--- config.mk ---
export PLATFORM = sky130hd
export DESIGN_NAME = noc_router
export DESIGN_NICKNAME = d
export VERILOG_FILES = /design/src/rtl/noc_pkg.sv /design/src/rtl/noc_router.sv /design/src/rtl/switch_allocator.sv /design/src/rtl/input_buffer.sv /design/src/rtl/credit_counter.sv
export SDC_FILE = /design/constraint.sdc
export NUM_CORES = 1
export LEC_CHECK = 0
export BUFFER_PORTS_ARGS = -buffer_cell sky130_fd_sc_hd__buf_4
export CORE_MARGIN = 2
export CORE_UTILIZATION = 60
export DETAILED_ROUTE_END_ITERATION = 16
export GPL_TIMING_DRIVEN = 1
export PLACE_DENSITY_LB_ADDON = 0.15
export SLEW_MARGIN = 20
export SYNTH_ARGS = -nofsm -noshare
export SYNTH_HDL_FRONTEND = slang
export SYNTH_SLANG_ARGS = --single-unit
--- constraint.sdc ---
create_clock -name clk -period 12.85 [get_ports clk]
set_input_delay 0.6425 -clock clk [delete_from_list [all_inputs] [get_ports clk]]
set_output_delay 0.6425 -clock clk [all_outputs]
set_load 0.03 [all_outputs]
--- src/rtl/noc_pkg.sv ---
package noc_pkg;

	// Mesh geometry
	localparam int MESH_DIM  = 2;
	localparam int NUM_NODES = MESH_DIM * MESH_DIM;
	localparam int NUM_PORTS = 5;

	// Flit layout, coordinates as in the YX address format
	localparam int COORD_W   = 2;
	localparam int PAYLOAD_W = 12;
	localparam int FLIT_W    = 2 * COORD_W + PAYLOAD_W;

	// Buffering and credits
	localparam int BUF_DEPTH = 4;
	localparam int PTR_W     = $clog2(BUF_DEPTH);
	localparam int CNT_W     = $clog2(BUF_DEPTH + 1);

	typedef enum logic [2:0] {
		PORT_N = 3'd0,
		PORT_S = 3'd1,
		PORT_W = 3'd2,
		PORT_E = 3'd3,
		PORT_L = 3'd4
	} port_e;

	typedef struct packed {
		logic [COORD_W-1:0]   dest_x;
		logic [COORD_W-1:0]   dest_y;
		logic [PAYLOAD_W-1:0] payload;
	} flit_t;

	// One direction of a link, valid strobe plus flit
	typedef struct packed {
		logic  valid;
		flit_t flit;
	} link_t;

endpackage
--- src/rtl/noc_router.sv ---
`timescale 1ns/1ps

module noc_router import noc_pkg::*; #(
	parameter int ROUTER_X = 0,
	parameter int ROUTER_Y = 0
) (
	input  logic                  clk,
	input  logic                  rst_n_i,
	input  link_t [NUM_PORTS-1:0] link_i,
	output link_t [NUM_PORTS-1:0] link_o,
	input  logic [NUM_PORTS-1:0]  credit_i,
	output logic [NUM_PORTS-1:0]  credit_o
);

	flit_t [NUM_PORTS-1:0] head;
	logic [NUM_PORTS-1:0]  head_valid;
	port_e [NUM_PORTS-1:0] route;
	logic [NUM_PORTS-1:0]  pop;
	logic [NUM_PORTS-1:0]  out_ready;
	port_e [NUM_PORTS-1:0] grant;
	logic [NUM_PORTS-1:0]  grant_valid;
	logic [NUM_PORTS-1:0]  out_valid_q;
	flit_t [NUM_PORTS-1:0] out_flit_q;

	for (genvar p = 0; p < NUM_PORTS; p++) begin : g_port
		input_buffer #(
			.ROUTER_X (ROUTER_X),
			.ROUTER_Y (ROUTER_Y)
		) u_buf (
			.clk          (clk),
			.rst_n_i      (rst_n_i),
			.link_i       (link_i[p]),
			.pop_i        (pop[p]),
			.head_o       (head[p]),
			.head_valid_o (head_valid[p]),
			.route_o      (route[p]),
			.credit_o     (credit_o[p])
		);

		// Tracks free slots in the buffer behind output p
		credit_counter u_cc (
			.clk      (clk),
			.rst_n_i  (rst_n_i),
			.send_i   (grant_valid[p]),
			.credit_i (credit_i[p]),
			.ready_o  (out_ready[p])
		);
	end

	switch_allocator u_alloc (
		.clk           (clk),
		.rst_n_i       (rst_n_i),
		.req_valid_i   (head_valid),
		.req_route_i   (route),
		.out_ready_i   (out_ready),
		.grant_o       (grant),
		.grant_valid_o (grant_valid),
		.pop_o         (pop)
	);

	// Crossbar, granted head flit registered onto each output
	always_ff @(posedge clk) begin
		if (!rst_n_i) begin
			out_valid_q <= '0;
		end else begin
			out_valid_q <= grant_valid;
		end
	end

	always_ff @(posedge clk) begin
		for (int o = 0; o < NUM_PORTS; o++) begin
			if (grant_valid[o]) begin
				out_flit_q[o] <= head[grant[o]];
			end
		end
	end

	always_comb begin
		for (int o = 0; o < NUM_PORTS; o++) begin
			link_o[o].valid = out_valid_q[o];
			link_o[o].flit  = out_flit_q[o];
		end
	end

endmodule

--- src/rtl/switch_allocator.sv ---
`timescale 1ns/1ps

module switch_allocator import noc_pkg::*; (
	input  logic                  clk,
	input  logic                  rst_n_i,
	input  logic [NUM_PORTS-1:0]  req_valid_i,
	input  port_e [NUM_PORTS-1:0] req_route_i,
	input  logic [NUM_PORTS-1:0]  out_ready_i,
	output port_e [NUM_PORTS-1:0] grant_o,
	output logic [NUM_PORTS-1:0]  grant_valid_o,
	output logic [NUM_PORTS-1:0]  pop_o
);

	// Highest-priority input for each output
	port_e [NUM_PORTS-1:0] rr_ptr;

	function automatic port_e next_port(input port_e p);
		return (p == PORT_L) ? PORT_N : port_e'(p + 1'b1);
	endfunction

	// Scan the inputs starting at the pointer, first match wins
	always_comb begin
		int idx;
		for (int o = 0; o < NUM_PORTS; o++) begin
			grant_valid_o[o] = 1'b0;
			grant_o[o]       = PORT_N;
			for (int k = 0; k < NUM_PORTS; k++) begin
				idx = (int'(rr_ptr[o]) + k) % NUM_PORTS;
				if (!grant_valid_o[o] && out_ready_i[o] && req_valid_i[idx] &&
						req_route_i[idx] == port_e'(o)) begin
					grant_valid_o[o] = 1'b1;
					grant_o[o]       = port_e'(idx);
				end
			end
		end
	end

	// Each input requests one output only, so at most one grant per input
	always_comb begin
		pop_o = '0;
		for (int o = 0; o < NUM_PORTS; o++) begin
			if (grant_valid_o[o]) begin
				pop_o[grant_o[o]] = 1'b1;
			end
		end
	end

	always_ff @(posedge clk) begin
		if (!rst_n_i) begin
			for (int o = 0; o < NUM_PORTS; o++) begin
				rr_ptr[o] <= PORT_N;
			end
		end else begin
			for (int o = 0; o < NUM_PORTS; o++) begin
				if (grant_valid_o[o]) begin
					rr_ptr[o] <= next_port(grant_o[o]);
				end
			end
		end
	end

endmodule

--- src/rtl/input_buffer.sv ---
`timescale 1ns/1ps

module input_buffer import noc_pkg::*; #(
	parameter int ROUTER_X = 0,
	parameter int ROUTER_Y = 0
) (
	input  logic  clk,
	input  logic  rst_n_i,
	input  link_t link_i,
	input  logic  pop_i,
	output flit_t head_o,
	output logic  head_valid_o,
	output port_e route_o,
	output logic  credit_o
);

	flit_t            mem [BUF_DEPTH];
	logic [PTR_W-1:0] wr_ptr;
	logic [PTR_W-1:0] rd_ptr;
	logic [CNT_W-1:0] count;
	logic             do_pop;

	assign head_valid_o = (count != '0);
	assign do_pop       = pop_i && head_valid_o;
	assign head_o       = mem[rd_ptr];

	always_ff @(posedge clk) begin
		if (link_i.valid) begin
			mem[wr_ptr] <= link_i.flit;
		end
	end

	always_ff @(posedge clk) begin
		if (!rst_n_i) begin
			wr_ptr   <= '0;
			rd_ptr   <= '0;
			count    <= '0;
			credit_o <= 1'b0;
		end else begin
			if (link_i.valid) begin
				wr_ptr <= (wr_ptr == PTR_W'(BUF_DEPTH - 1)) ? '0 : wr_ptr + 1'b1;
			end
			if (do_pop) begin
				rd_ptr <= (rd_ptr == PTR_W'(BUF_DEPTH - 1)) ? '0 : rd_ptr + 1'b1;
			end
			case ({link_i.valid, do_pop})
				2'b10:   count <= count + 1'b1;
				2'b01:   count <= count - 1'b1;
				default: count <= count;
			endcase
			// One credit back upstream per departing flit
			credit_o <= do_pop;
		end
	end

	// YX order, resolve the row before the column
	always_comb begin
		if (head_o.dest_y < COORD_W'(ROUTER_Y)) begin
			route_o = PORT_N;
		end else if (head_o.dest_y > COORD_W'(ROUTER_Y)) begin
			route_o = PORT_S;
		end else if (head_o.dest_x < COORD_W'(ROUTER_X)) begin
			route_o = PORT_W;
		end else if (head_o.dest_x > COORD_W'(ROUTER_X)) begin
			route_o = PORT_E;
		end else begin
			route_o = PORT_L;
		end
	end

endmodule

--- src/rtl/credit_counter.sv ---
`timescale 1ns/1ps

module credit_counter import noc_pkg::*; (
	input  logic clk,
	input  logic rst_n_i,
	input  logic send_i,
	input  logic credit_i,
	output logic ready_o
);

	// Free slots left in the downstream input buffer
	logic [CNT_W-1:0] count;

	always_ff @(posedge clk) begin
		if (!rst_n_i) begin
			count <= CNT_W'(BUF_DEPTH);
		end else begin
			case ({send_i, credit_i})
				2'b10:   count <= count - 1'b1;
				2'b01:   count <= count + 1'b1;
				default: count <= count;
			endcase
		end
	end

	assign ready_o = (count != '0);

endmodule

==> results of run 1 <==
## sequential cells by signal, indices dropped and copies added, names as in the netlist, named ones only
signal,flops
out_valid_q,5
link_o,80
g_port.u_buf.rd_ptr,10
g_port.u_buf.count,15
g_port.u_buf.credit_o,5
u_alloc.rr_ptr,9
g_port.u_buf.mem,320
g_port.u_cc.count,9
g_port.u_buf.wr_ptr,10
## per-layer routing
layer  GRT usage  up-vias
met5           0        -
met4      0.1355        6
met3     0.05446      145
met2      0.4979      696
met1      0.3844     8331
li1            -     7646
## cell usage after synthesis, types with 32 or more instances
master	n	area [µm²]
edfxtp_1	400	12010
mux2i_1	134	1341
nor2_1	117	439.2
ha_1	106	1326
mux4_2	97	2185
nand2_1	93	349.1
inv_1	91	341.6
dfxtp_1	73	1461
o21ai_0	68	340.3
a21oi_1	67	335.3
clkbuf_1	45	168.9
mux2_2	36	405.4
nor3_1	36	180.2
and2_1	34	212.7
or3_1	32	200.2
## worst reg2reg max path, delay by kind of cell (launching register included)
kind,cells,cell delay (ns)
AND/OR/NAND/NOR,9,3.08
adder cells (fa/ha/maj),5,1.66
AO/OA/AOI/OAI,5,1.15
buffers and inverters,6,1.13
flip-flops,1,0.54
multiplexers,1,0.42
XOR/XNOR,2,0.37
## final cells by class
class	instances	area [µm²]	share of cell area
Antenna cell	2	5.005	0.0001758
Clock buffer	61	1292	0.04541
Clock inverter	30	416.7	0.01464
Inverter	97	364.1	0.01279
Multi-Input combinational cell	1258	10730	0.3769
Sequential cell	473	13480	0.4734
Tap cell	532	665.6	0.02338
Timing Repair Buffer	202	1516	0.05327
## cells by family (layout without fill, tap and decap cells)
family,after synthesis,count (layout),share of synthesized area
compound gates,343,343,0.09569
xor+xnor,45,45,0.01645
fa+ha+maj,115,115,0.06057
buf+inv,186,390,0.03270
flops,473,473,0.5417
mux,267,267,0.1581
other cells,1,36,0.0001508
simple gates,454,454,0.09463
## worst max path at each step
stage                                     endpoint          startpoint  cells after the start
after global routing      g_port[1].u_buf.count[2]  u_alloc.rr_ptr[10]                     28
after CTS                 g_port[1].u_buf.count[2]  u_alloc.rr_ptr[10]                     28
after global placement    g_port[1].u_buf.count[2]  u_alloc.rr_ptr[10]                     28
after detailed placement  g_port[1].u_buf.count[2]  u_alloc.rr_ptr[10]                     28
final                     g_port[1].u_buf.count[2]  u_alloc.rr_ptr[10]                     28
after floorplan           g_port[0].u_buf.count[2]   u_alloc.rr_ptr[9]                     31
## per-stage QoR
stage | hold slack [ns] | worst slack [ns] | power (mW) | area (µm²)
after floorplan | 0.4539 | 5.940 | 5.711 | 24990
after detailed placement | 0.4892 | 4.545 | 7.020 | 26750
after global placement | 0.4672 | 4.652 | 6.915 | 26750
final | 0.2523 | 4.427 | 8.623 | 28460
after global routing | 0.2282 | 3.969 | 9.091 | 28460
after CTS | 0.2273 | 4.477 | 8.568 | 28460
## power breakdown
part	leakage [nW]	total, mW	switching (mW)	internal, mW
clock	0.815	1.51	0.604	0.901
sequential	4.33	2.25	0.160	2.09
combinational	5.35	4.87	3.02	1.85
==> impl_metrics.prom, run 1 <==
# TYPE chip_impl_metric gauge
chip_impl_metric{name="die_height",unit="µm"} 207.6
chip_impl_info{name="timing.rr.end",value="g_port[1].u_buf.count[2]"} 1
chip_impl_info{name="main_flop_type_after_synthesis",value="edfxtp_1"} 1
chip_impl_metric{name="timing.final.max_slew_violations",unit=""} 0
chip_impl_metric{name="core.rowCount",unit=""} 74
chip_impl_metric{name="synth_enable_flop_cells",unit=""} 400
chip_impl_info{name="slowest_stage",value="ha_1"} 1
chip_impl_metric{name="antenna_violating_nets_post_route",unit=""} 0
chip_impl_info{name="worst_setup_path_end_kind",value="flop"} 1
chip_impl_info{name="path_common_cell",value="inv_1"} 1
chip_impl_metric{name="whs_path_depth",unit=""} 1
chip_impl_metric{name="grt-ovfl-total",unit=""} 0
chip_impl_metric{name="synthArstFlopShare",unit=""} 0
chip_impl_metric{name="remaining_drc_errors",unit=""} 0
chip_impl_metric{name="cts_num_sinks",unit=""} 473
chip_impl_metric{name="boundaryPins",unit=""} 182
chip_impl_info{name="crit_family",value="simple AND/OR/NAND/NOR gates"} 1
chip_impl_info{name="maxUsedRoutingLayer",value="met5"} 1
chip_impl_metric{name="setup_tns",unit="ns"} 0
chip_impl_metric{name="max_slew.worst_pin.slew",unit="ns"} 1.120
chip_impl_metric{name="wl_per_cell",unit="µm"} 24.46
chip_impl_metric{name="place.detailed.hpwl",unit="mm"} 44.83
chip_impl_metric{name="layout-drive-gt1-share",unit=""} 0.2112
chip_impl_metric{name="vdd.ir_drop.worst",unit="V"} 0.0002664
chip_impl_metric{name="finalSetupViolations",unit=""} 0
chip_impl_metric{name="cts_hold_repair.buffers",unit=""} 0
chip_impl_metric{name="instances_no_fill",unit=""} 2655
chip_impl_metric{name="port-buffer-count",unit=""} 179
chip_impl_metric{name="final_setup_skew",unit="ns"} 0.02006
chip_impl_metric{name="worst_skew_pair.late_latency",unit="ns"} 0.59
chip_impl_metric{name="power.density",unit="mW/mm²"} 302.9
chip_impl_metric{name="finalCriticalPeriod",unit="ns"} 8.423
chip_impl_metric{name="met3RoutedLength",unit="mm"} 4.339
chip_impl_metric{name="floorplan.initialDensity",unit=""} 0.6091
chip_impl_metric{name="synth_cell_types",unit=""} 94
chip_impl_metric{name="hold_viol",unit=""} 0
chip_impl_metric{name="area.growth.synth_to_final",unit="%"} 14.45
chip_impl_info{name="crit-reg2reg-launch",value="u_alloc.rr_ptr[10]"} 1
chip_impl_metric{name="critPathBufInv",unit=""} 6
chip_impl_metric{name="max-cap-violations",unit=""} 0
chip_impl_metric{name="grt_pass1_wl",unit="mm"} 98.10
chip_impl_metric{name="gp_congestion",unit=""} 0.9560
chip_impl_metric{name="antenna_found_initial",unit=""} 5
chip_impl_metric{name="first_global_vias",unit=""} 16780
chip_impl_metric{name="globalRouteTotalUtil",unit=""} 0.2989
chip_impl_metric{name="timing.final.crit_share",unit=""} 0.6555
chip_impl_metric{name="synth_seq_cells",unit=""} 473
chip_impl_metric{name="via_cell_ratio",unit=""} 6.337
chip_impl_metric{name="met2WireLength",unit="mm"} 32.14
chip_impl_metric{name="clockBufferDepth",unit=""} 3
chip_impl_info{name="run_status",value="completed"} 1
chip_impl_metric{name="data_required_time_of_the_critical_path",unit="ns"} 13.36
chip_impl_metric{name="synth.cell_area",unit="mm²"} 0.02487
chip_impl_info{name="worst_hold_startpoint",value="link_i[80]"} 1
chip_impl_metric{name="cts.reportedPaths.clkPinSlew",unit="ns"} 0.07
chip_impl_info{name="start_kind",value="flop"} 1
chip_impl_metric{name="detailroute.via_count",unit=""} 16820
chip_impl_info{name="unrepaired_setup_endpoints_after_global_routing",value="no"} 1
chip_impl_metric{name="floorplan.die_area",unit="mm²"} 0.04310
chip_impl_metric{name="dieWidth",unit="µm"} 207.6
chip_impl_metric{name="grt_max_degree",unit=""} 37
chip_impl_metric{name="r2r_cells",unit=""} 28
chip_impl_info{name="worst_hold_path_type",value="input pin to flop"} 1
chip_impl_metric{name="tritoncts.num_buffers",unit=""} 49
chip_impl_metric{name="nFillCells",unit=""} 2735
chip_impl_metric{name="post-cts-setup-buffer-count",unit=""} 0
chip_impl_metric{name="post_synth.cell_area_avg",unit="µm²"} 13.20
chip_impl_metric{name="cts_resized",unit=""} 0
chip_impl_info{name="final_cell_mix",value="edfxtp_1, buf_4, mux2i_1"} 1
chip_impl_metric{name="power_leakage",unit="nW"} 10.49
chip_impl_metric{name="final_design_utilization",unit=""} 0.6971
chip_impl_info{name="min_delay_worst_endpoint",value="g_port[4].u_buf.mem[0][12]"} 1
chip_impl_metric{name="critical_path_arrival",unit="ns"} 8.94
chip_impl_metric{name="first_pass_iters",unit=""} 8
chip_impl_info{name="leading_cell_type_in_the_layout_fill_and_taps_excluded",value="edfxtp_1"} 1
chip_impl_metric{name="yosysWarningCount",unit=""} 0
chip_impl_info{name="tritoncts",value="yes"} 1
chip_impl_metric{name="rrSetupSlack",unit="ns"} 4.43
chip_impl_info{name="clk_root_buffer_cell",value="clkbuf_16"} 1
chip_impl_metric{name="max_stage_delay",unit="ns"} 0.64
chip_impl_metric{name="fmax",unit="MHz"} 118.7
chip_impl_metric{name="max_slew_margin",unit=""} 0.2523
chip_impl_info{name="crit_type",value="flop to flop"} 1
chip_impl_metric{name="fp.coreArea",unit="mm²"} 0.04083
chip_impl_metric{name="detail_route.wirelength",unit="mm"} 64.95
chip_impl_metric{name="detail_route.iter0.violations",unit=""} 1606
chip_impl_metric{name="numPlacedInstances",unit=""} 2562
chip_impl_metric{name="seq_area_frac_synth",unit=""} 0.5417
chip_impl_metric{name="finish.net_count",unit=""} 2288
chip_impl_metric{name="htreeDepth",unit=""} 2
chip_impl_metric{name="cp_max_fo",unit=""} 20
chip_impl_metric{name="netlist_instances",unit=""} 1884
chip_impl_metric{name="route.layer.met1.wl",unit="mm"} 25.49
Power figures use the tool's default switching activity.
==> inputs of run 2 (changes only) <==
Clock period 12.85 ns to 8.65 ns, I/O delays scaled along.
==> impl_metrics.prom, run 2 (same netlist as run 1, synthesis figures left out) <==
# TYPE chip_impl_metric gauge
chip_impl_metric{name="wl_per_cell",unit="µm"} 23.54
chip_impl_metric{name="data_required_time_of_the_critical_path",unit="ns"} 9.16
chip_impl_metric{name="area.growth.synth_to_final",unit="%"} 14.09
chip_impl_metric{name="first_pass_iters",unit=""} 5
chip_impl_info{name="crit_type",value="flop to flop"} 1
chip_impl_metric{name="rrSetupSlack",unit="ns"} 0.79
chip_impl_metric{name="post-cts-setup-buffer-count",unit=""} 0
chip_impl_info{name="worst_hold_path_type",value="input pin to flop"} 1
chip_impl_metric{name="whs_path_depth",unit=""} 1
chip_impl_metric{name="place.detailed.hpwl",unit="mm"} 43.90
chip_impl_metric{name="floorplan.initialDensity",unit=""} 0.6091
chip_impl_info{name="clk_root_buffer_cell",value="clkbuf_16"} 1
chip_impl_metric{name="boundaryPins",unit=""} 182
chip_impl_metric{name="tritoncts.num_buffers",unit=""} 48
chip_impl_metric{name="remaining_drc_errors",unit=""} 0
chip_impl_metric{name="postLayoutSetupSlackWorst",unit="ns"} 0.7905
chip_impl_info{name="tritoncts",value="yes"} 1
chip_impl_metric{name="globalRouteTotalUtil",unit=""} 0.2894
chip_impl_metric{name="dieWidth",unit="µm"} 207.6
chip_impl_info{name="unrepaired_setup_endpoints_after_global_routing",value="no"} 1
chip_impl_metric{name="worst_skew_pair.late_latency",unit="ns"} 0.60
chip_impl_info{name="worst_hold_startpoint",value="link_i[17]"} 1
chip_impl_metric{name="p_sw",unit="mW"} 5.507
chip_impl_metric{name="timing.final.max_slew_violations",unit=""} 0
chip_impl_metric{name="finish.net_count",unit=""} 2291
chip_impl_metric{name="internal_pwr_total",unit="mW"} 7.059
chip_impl_metric{name="power.density",unit="mW/mm²"} 442.9
chip_impl_metric{name="grt-ovfl-total",unit=""} 0
chip_impl_info{name="crit-reg2reg-launch",value="u_alloc.rr_ptr[10]"} 1
chip_impl_metric{name="gp_congestion",unit=""} 0.9362
chip_impl_metric{name="fmax",unit="MHz"} 127.2
chip_impl_metric{name="max_slew.worst_pin.slew",unit="ns"} 1.129
chip_impl_metric{name="detail_route.wirelength",unit="mm"} 62.56
chip_impl_metric{name="switching_share",unit=""} 0.4383
chip_impl_metric{name="setup_tns",unit="ns"} 0
chip_impl_metric{name="finalSetupViolations",unit=""} 0
chip_impl_metric{name="multi_input_comb_area",unit="mm²"} 0.01073
chip_impl_metric{name="clockBufferDepth",unit=""} 3
chip_impl_metric{name="htreeDepth",unit=""} 2
chip_impl_info{name="run_status",value="completed"} 1
chip_impl_metric{name="port-buffer-count",unit=""} 179
chip_impl_metric{name="hold_viol",unit=""} 0
chip_impl_info{name="worst_setup_path_end_kind",value="flop"} 1
chip_impl_metric{name="post-place-ws",unit="ns"} 0.9947
chip_impl_info{name="min_delay_worst_endpoint",value="g_port[1].u_buf.mem[3][0]"} 1
chip_impl_metric{name="power_leakage",unit="nW"} 10.48
chip_impl_metric{name="nFillCells",unit=""} 2787
chip_impl_metric{name="grt_pass1_wl",unit="mm"} 95.54
chip_impl_metric{name="core.rowCount",unit=""} 74
chip_impl_metric{name="power.share.clock",unit=""} 0.165
chip_impl_metric{name="die_height",unit="µm"} 207.6
chip_impl_metric{name="floorplan.die_area",unit="mm²"} 0.04310
chip_impl_metric{name="critical_path_arrival",unit="ns"} 8.37
chip_impl_metric{name="vdd.ir_drop.worst",unit="V"} 0.0004581
chip_impl_metric{name="comb_pwr_share",unit=""} 0.567
chip_impl_metric{name="power",unit="mW"} 12.57
chip_impl_metric{name="finalHoldWorstSlack",unit="ns"} 0.02985
chip_impl_metric{name="timing.final.crit_share",unit=""} 0.9086
chip_impl_metric{name="cts_hold_repair.buffers",unit=""} 0
chip_impl_metric{name="r2r_cells",unit=""} 28
chip_impl_metric{name="seq_power_share",unit=""} 0.267
chip_impl_metric{name="cts.reportedPaths.clkPinSlew",unit="ns"} 0.06
chip_impl_info{name="timing.rr.end",value="g_port[1].u_buf.count[2]"} 1
chip_impl_info{name="final_cell_mix",value="edfxtp_1, buf_4, mux2i_1"} 1
chip_impl_metric{name="final_setup_skew",unit="ns"} 0.01563
chip_impl_metric{name="layout-drive-gt1-share",unit=""} 0.2119
chip_impl_info{name="slowest_stage",value="ha_1"} 1
chip_impl_info{name="start_kind",value="flop"} 1
chip_impl_metric{name="final-seq-area",unit="mm²"} 0.01347
chip_impl_metric{name="first_global_vias",unit=""} 16450
chip_impl_metric{name="max_stage_delay",unit="ns"} 0.64
chip_impl_metric{name="detailroute.via_count",unit=""} 16770
chip_impl_info{name="crit_family",value="simple AND/OR/NAND/NOR gates"} 1
chip_impl_metric{name="critPathBufInv",unit=""} 6
chip_impl_metric{name="cts_num_sinks",unit=""} 473
chip_impl_metric{name="fp.coreArea",unit="mm²"} 0.04083
chip_impl_info{name="leading_cell_type_in_the_layout_fill_and_taps_excluded",value="edfxtp_1"} 1
chip_impl_info{name="top_register",value="g_port.u_buf.mem"} 1
chip_impl_metric{name="cp_max_fo",unit=""} 19
chip_impl_metric{name="cts_resized",unit=""} 0
chip_impl_info{name="path_common_cell",value="inv_1"} 1
chip_impl_metric{name="largest_register_ffs",unit=""} 320
chip_impl_metric{name="antenna_violating_nets_post_route",unit=""} 0
chip_impl_metric{name="grt_max_degree",unit=""} 55
chip_impl_metric{name="finalCriticalPeriod",unit="ns"} 7.859
chip_impl_metric{name="via_cell_ratio",unit=""} 6.310
chip_impl_metric{name="max_slew_margin",unit=""} 0.2467
chip_impl_metric{name="detail_route.iter0.violations",unit=""} 1704
chip_impl_metric{name="antenna_found_initial",unit=""} 2
chip_impl_metric{name="max-cap-violations",unit=""} 0
[run 2: cell types whose count changed in the layout (fill, tap and decap cells not counted), sizes merged]
| cell | previous run | this run |
|---|---|---|
| clkinv | 16 | 11 |
| clkbuf | 61 | 75 |
| inv | 96 | 98 |
| buf | 202 | 206 |
| clkinvlp | 6 | 2 |
| bufinv | 9 | 1 |
[run 2: worst max-delay path by stage]
stage | end | slack, ns | depth (start not counted) | start
2_1_floorplan | g_port[0].u_buf.count[2] | 1.74 | 31 | u_alloc.rr_ptr[9]
3_3_place_gp | g_port[1].u_buf.count[2] | 1.18 | 28 | u_alloc.rr_ptr[10]
3_5_place_dp | g_port[1].u_buf.count[2] | 0.99 | 28 | u_alloc.rr_ptr[10]
4_1_cts | g_port[1].u_buf.count[2] | 0.89 | 28 | u_alloc.rr_ptr[10]
5_1_grt | g_port[1].u_buf.count[2] | 0.27 | 28 | u_alloc.rr_ptr[10]
6_report | g_port[1].u_buf.count[2] | 0.79 | 28 | u_alloc.rr_ptr[10]
[run 2: power by group through the flow]
stage / Clock, mW / Combinational [mW] / Sequential [mW]
finish: 2.08 / 7.13 / 3.36
global route: 2.18 / 7.69 / 3.39
detailed placement: 0 / 6.98 / 3.39
floorplan: 0 / 4.91 / 3.58
CTS: 2.10 / 7.03 / 3.35
global placement: 0 / 6.81 / 3.38
[run 2: through the flow]
stage	cell area [µm²]	instances	utilization
2_1_floorplan	24990	1917	-
3_3_place_gp	26780	2566	0.6559
3_5_place_dp	26780	2566	0.6559
4_1_cts	28370	2656	0.6948
5_1_grt	28370	2657	0.6949
6_report	28370	2658	0.6949
[run 2: per-layer routing]
metal	vias to the layer above	track usage	part of all wire
li1	7634	-	-
met5	-	0	0.00021
met3	135	0.04297	0.070
met4	2	0.1271	0.042
met2	709	0.4786	0.49
met1	8293	0.3840	0.40
[run 2: final cells by class]
type	count	area share
Sequential cell	473	0.4749
Multi-Input combinational cell	1258	0.3781
Timing Repair Buffer	206	0.05450
Clock buffer	75	0.05089
Tap cell	532	0.02346
Inverter	97	0.01283
Clock inverter	15	0.005159
Antenna cell	2	0.0001764
==> inputs of run 3 (changes only) <==
==> constraint.sdc (replaced) <==
create_clock -name clk -period 7.3 [get_ports clk]
set_input_delay 0.365 -clock clk [delete_from_list [all_inputs] [get_ports clk]]
set_output_delay 0.365 -clock clk [all_outputs]
set_load 0.1 [all_outputs]
==> impl_metrics.prom, run 3 (same netlist as run 1, synthesis figures left out) <==
# TYPE chip_impl_metric gauge
chip_impl_metric{name="grt_pass1_wl",unit="mm"} 99.59
chip_impl_metric{name="max_stage_delay",unit="ns"} 0.38
chip_impl_metric{name="cts.reportedPaths.clkPinSlew",unit="ns"} 0.06
chip_impl_metric{name="rrSetupSlack",unit="ns"} 0.43
chip_impl_metric{name="setup_tns",unit="ns"} 0
chip_impl_metric{name="cts_num_sinks",unit=""} 473
chip_impl_metric{name="data_required_time_of_the_critical_path",unit="ns"} 7.79
chip_impl_metric{name="boundaryPins",unit=""} 182
chip_impl_metric{name="htreeDepth",unit=""} 2
chip_impl_metric{name="first_pass_iters",unit=""} 8
chip_impl_metric{name="timing.final.max_slew_violations",unit=""} 0
chip_impl_info{name="worst_hold_path_type",value="input pin to flop"} 1
chip_impl_metric{name="antenna_found_initial",unit=""} 5
chip_impl_metric{name="grt_max_degree",unit=""} 51
chip_impl_metric{name="nFillCells",unit=""} 2696
chip_impl_metric{name="via_cell_ratio",unit=""} 6.273
chip_impl_metric{name="wl_per_cell",unit="µm"} 23.83
chip_impl_metric{name="r2r_cells",unit=""} 29
chip_impl_metric{name="max-cap-violations",unit=""} 0
chip_impl_info{name="crit_family",value="simple AND/OR/NAND/NOR gates"} 1
chip_impl_metric{name="clockBufferDepth",unit=""} 3
chip_impl_info{name="timing.rr.end",value="g_port[3].u_buf.count[2]"} 1
chip_impl_metric{name="final_setup_skew",unit="ns"} 0.04579
chip_impl_metric{name="max_slew.worst_pin.slew",unit="ns"} 1.148
chip_impl_metric{name="dieWidth",unit="µm"} 207.6
chip_impl_metric{name="layout-drive-gt1-share",unit=""} 0.2129
chip_impl_metric{name="cp_max_fo",unit=""} 18
chip_impl_metric{name="core.rowCount",unit=""} 74
chip_impl_info{name="worst_setup_path_end_kind",value="flop"} 1
chip_impl_metric{name="grt-ovfl-total",unit=""} 0
chip_impl_metric{name="detailroute.via_count",unit=""} 17310
chip_impl_metric{name="antenna_violating_nets_post_route",unit=""} 0
chip_impl_metric{name="place.detailed.hpwl",unit="mm"} 45.52
chip_impl_info{name="worst_hold_startpoint",value="link_i[84]"} 1
chip_impl_metric{name="max_slew_margin",unit=""} 0.2287
chip_impl_metric{name="detail_route.wirelength",unit="mm"} 65.78
chip_impl_metric{name="hold_viol",unit=""} 0
chip_impl_info{name="crit-reg2reg-launch",value="u_alloc.rr_ptr[9]"} 1
chip_impl_metric{name="globalRouteTotalUtil",unit=""} 0.3025
chip_impl_metric{name="post-place-ws",unit="ns"} 0.3810
chip_impl_info{name="crit_type",value="flop to flop"} 1
chip_impl_metric{name="detail_route.iter0.violations",unit=""} 1594
chip_impl_metric{name="critPathBufInv",unit=""} 6
chip_impl_info{name="top_register",value="g_port.u_buf.mem"} 1
chip_impl_info{name="slowest_stage",value="fa_1"} 1
chip_impl_metric{name="floorplan.die_area",unit="mm²"} 0.04310
chip_impl_metric{name="floorplan.initialDensity",unit=""} 0.6091
chip_impl_metric{name="port-buffer-count",unit=""} 179
chip_impl_metric{name="finalCriticalPeriod",unit="ns"} 6.869
chip_impl_metric{name="die_height",unit="µm"} 207.6
chip_impl_info{name="final_cell_mix",value="edfxtp_1, buf_4, mux2i_1"} 1
chip_impl_metric{name="remaining_drc_errors",unit=""} 0
chip_impl_info{name="path_common_cell",value="ha_1"} 1
chip_impl_info{name="unrepaired_setup_endpoints_after_global_routing",value="no"} 1
chip_impl_metric{name="first_global_vias",unit=""} 17210
chip_impl_info{name="leading_cell_type_in_the_layout_fill_and_taps_excluded",value="edfxtp_1"} 1
chip_impl_info{name="tritoncts",value="yes"} 1
chip_impl_metric{name="whs_path_depth",unit=""} 3
chip_impl_info{name="start_kind",value="flop"} 1
chip_impl_metric{name="fmax",unit="MHz"} 145.6
chip_impl_metric{name="timing.final.crit_share",unit=""} 0.9409
chip_impl_info{name="min_delay_worst_endpoint",value="g_port[4].u_buf.wr_ptr[1]"} 1
chip_impl_metric{name="fp.coreArea",unit="mm²"} 0.04083
chip_impl_metric{name="worst_skew_pair.late_latency",unit="ns"} 0.60
chip_impl_metric{name="postLayoutSetupSlackWorst",unit="ns"} 0.4314
chip_impl_metric{name="finalSetupViolations",unit=""} 0
chip_impl_metric{name="finish.net_count",unit=""} 2393
chip_impl_info{name="run_status",value="completed"} 1
chip_impl_metric{name="critical_path_arrival",unit="ns"} 7.36
chip_impl_info{name="clk_root_buffer_cell",value="clkbuf_16"} 1
chip_impl_metric{name="tritoncts.num_buffers",unit=""} 48
chip_impl_metric{name="gp_congestion",unit=""} 0.9332
chip_impl_metric{name="area.growth.synth_to_final",unit="%"} 17.90
chip_impl_metric{name="largest_register_ffs",unit=""} 320
## run 3: changes by cell type in the layout (fill, tap and decap cells not counted), moves of 2 or more
| cell | before | now |
|---|---|---|
| dlygate4sd3_1 | 0 | 80 |
| buf_4 | 206 | 228 |
| clkbuf_8 | 12 | 3 |
| clkinv_2 | 5 | 8 |
| bufinv_16 | 1 | 3 |
| clkbuf_1 | 14 | 16 |
| clkinv_1 | 4 | 6 |
| inv_16 | 2 | 0 |
| inv_6 | 0 | 2 |
| nor4_1 | 13 | 11 |
| nor4_2 | 1 | 3 |
## run 3: how the worst max path moves through the flow
stage                       startpoint                        to  cells past startpoint
finish               u_alloc.rr_ptr[9]  g_port[3].u_buf.count[2]                     29
global route        u_alloc.rr_ptr[11]  g_port[3].u_buf.count[2]                     25
detailed placement  u_alloc.rr_ptr[10]  g_port[0].u_buf.count[2]                     29
CTS                 u_alloc.rr_ptr[10]  g_port[0].u_buf.count[2]                     29
global placement    u_alloc.rr_ptr[10]  g_port[0].u_buf.count[2]                     29
floorplan            u_alloc.rr_ptr[9]  g_port[0].u_buf.count[2]                     31
## run 3: cell type report
cell class / instances / area, µm² / area share
flip-flops and latches: 473 / 13480 / 0.4596
repair buffers: 308 / 2512 / 0.08568
clock inverters: 23 / 240.2 / 0.008193
clock buffers: 67 / 1303 / 0.04442
inverters: 97 / 364.1 / 0.01242
multi-input cells: 1258 / 10760 / 0.3668
well taps: 532 / 665.6 / 0.02270
diodes: 2 / 5.005 / 0.0001707
## run 3: tightest hold or removal path, cell delays in order
cell and delay (ns):
buf_4 0.11, mux2i_1 0.07, nor2_1 0.07
## run 3: stage by stage
step | instances | hold WS [ns] | instance area [µm²] | utilization
3_5_place_dp | 2586 | 0.4852 | 26930 | 0.6595
3_3_place_gp | 2586 | 0.4710 | 26930 | 0.6595
5_1_grt | 2760 | 0.06877 | 29320 | 0.7181
2_1_floorplan | 1917 | 0.4539 | 24990 | -
4_1_cts | 2756 | 0.02885 | 29270 | 0.7169
6_report | 2760 | 0.05014 | 29320 | 0.7181
## run 3: repair_timing
action,CTS,global route
resized for setup,0,7
hold buffers,80,0
setup endpoints to repair,0,5
setup buffers,0,2
hold endpoints to repair,320,0
## run 3: per-layer routing
layer  track usage  vias to the layer above  wire length, µm
met5             0                        -               38
met3       0.05083                      175             4782
met1        0.3942                     8523            25550
li1              -                     7849                -
met2        0.5010                      760            32280
met4        0.1377                        6             3129
Power of run 3 is left out: the tool's default activity adds up to more than one toggle a clock period on the data nets, which glitch-free logic cannot reach.
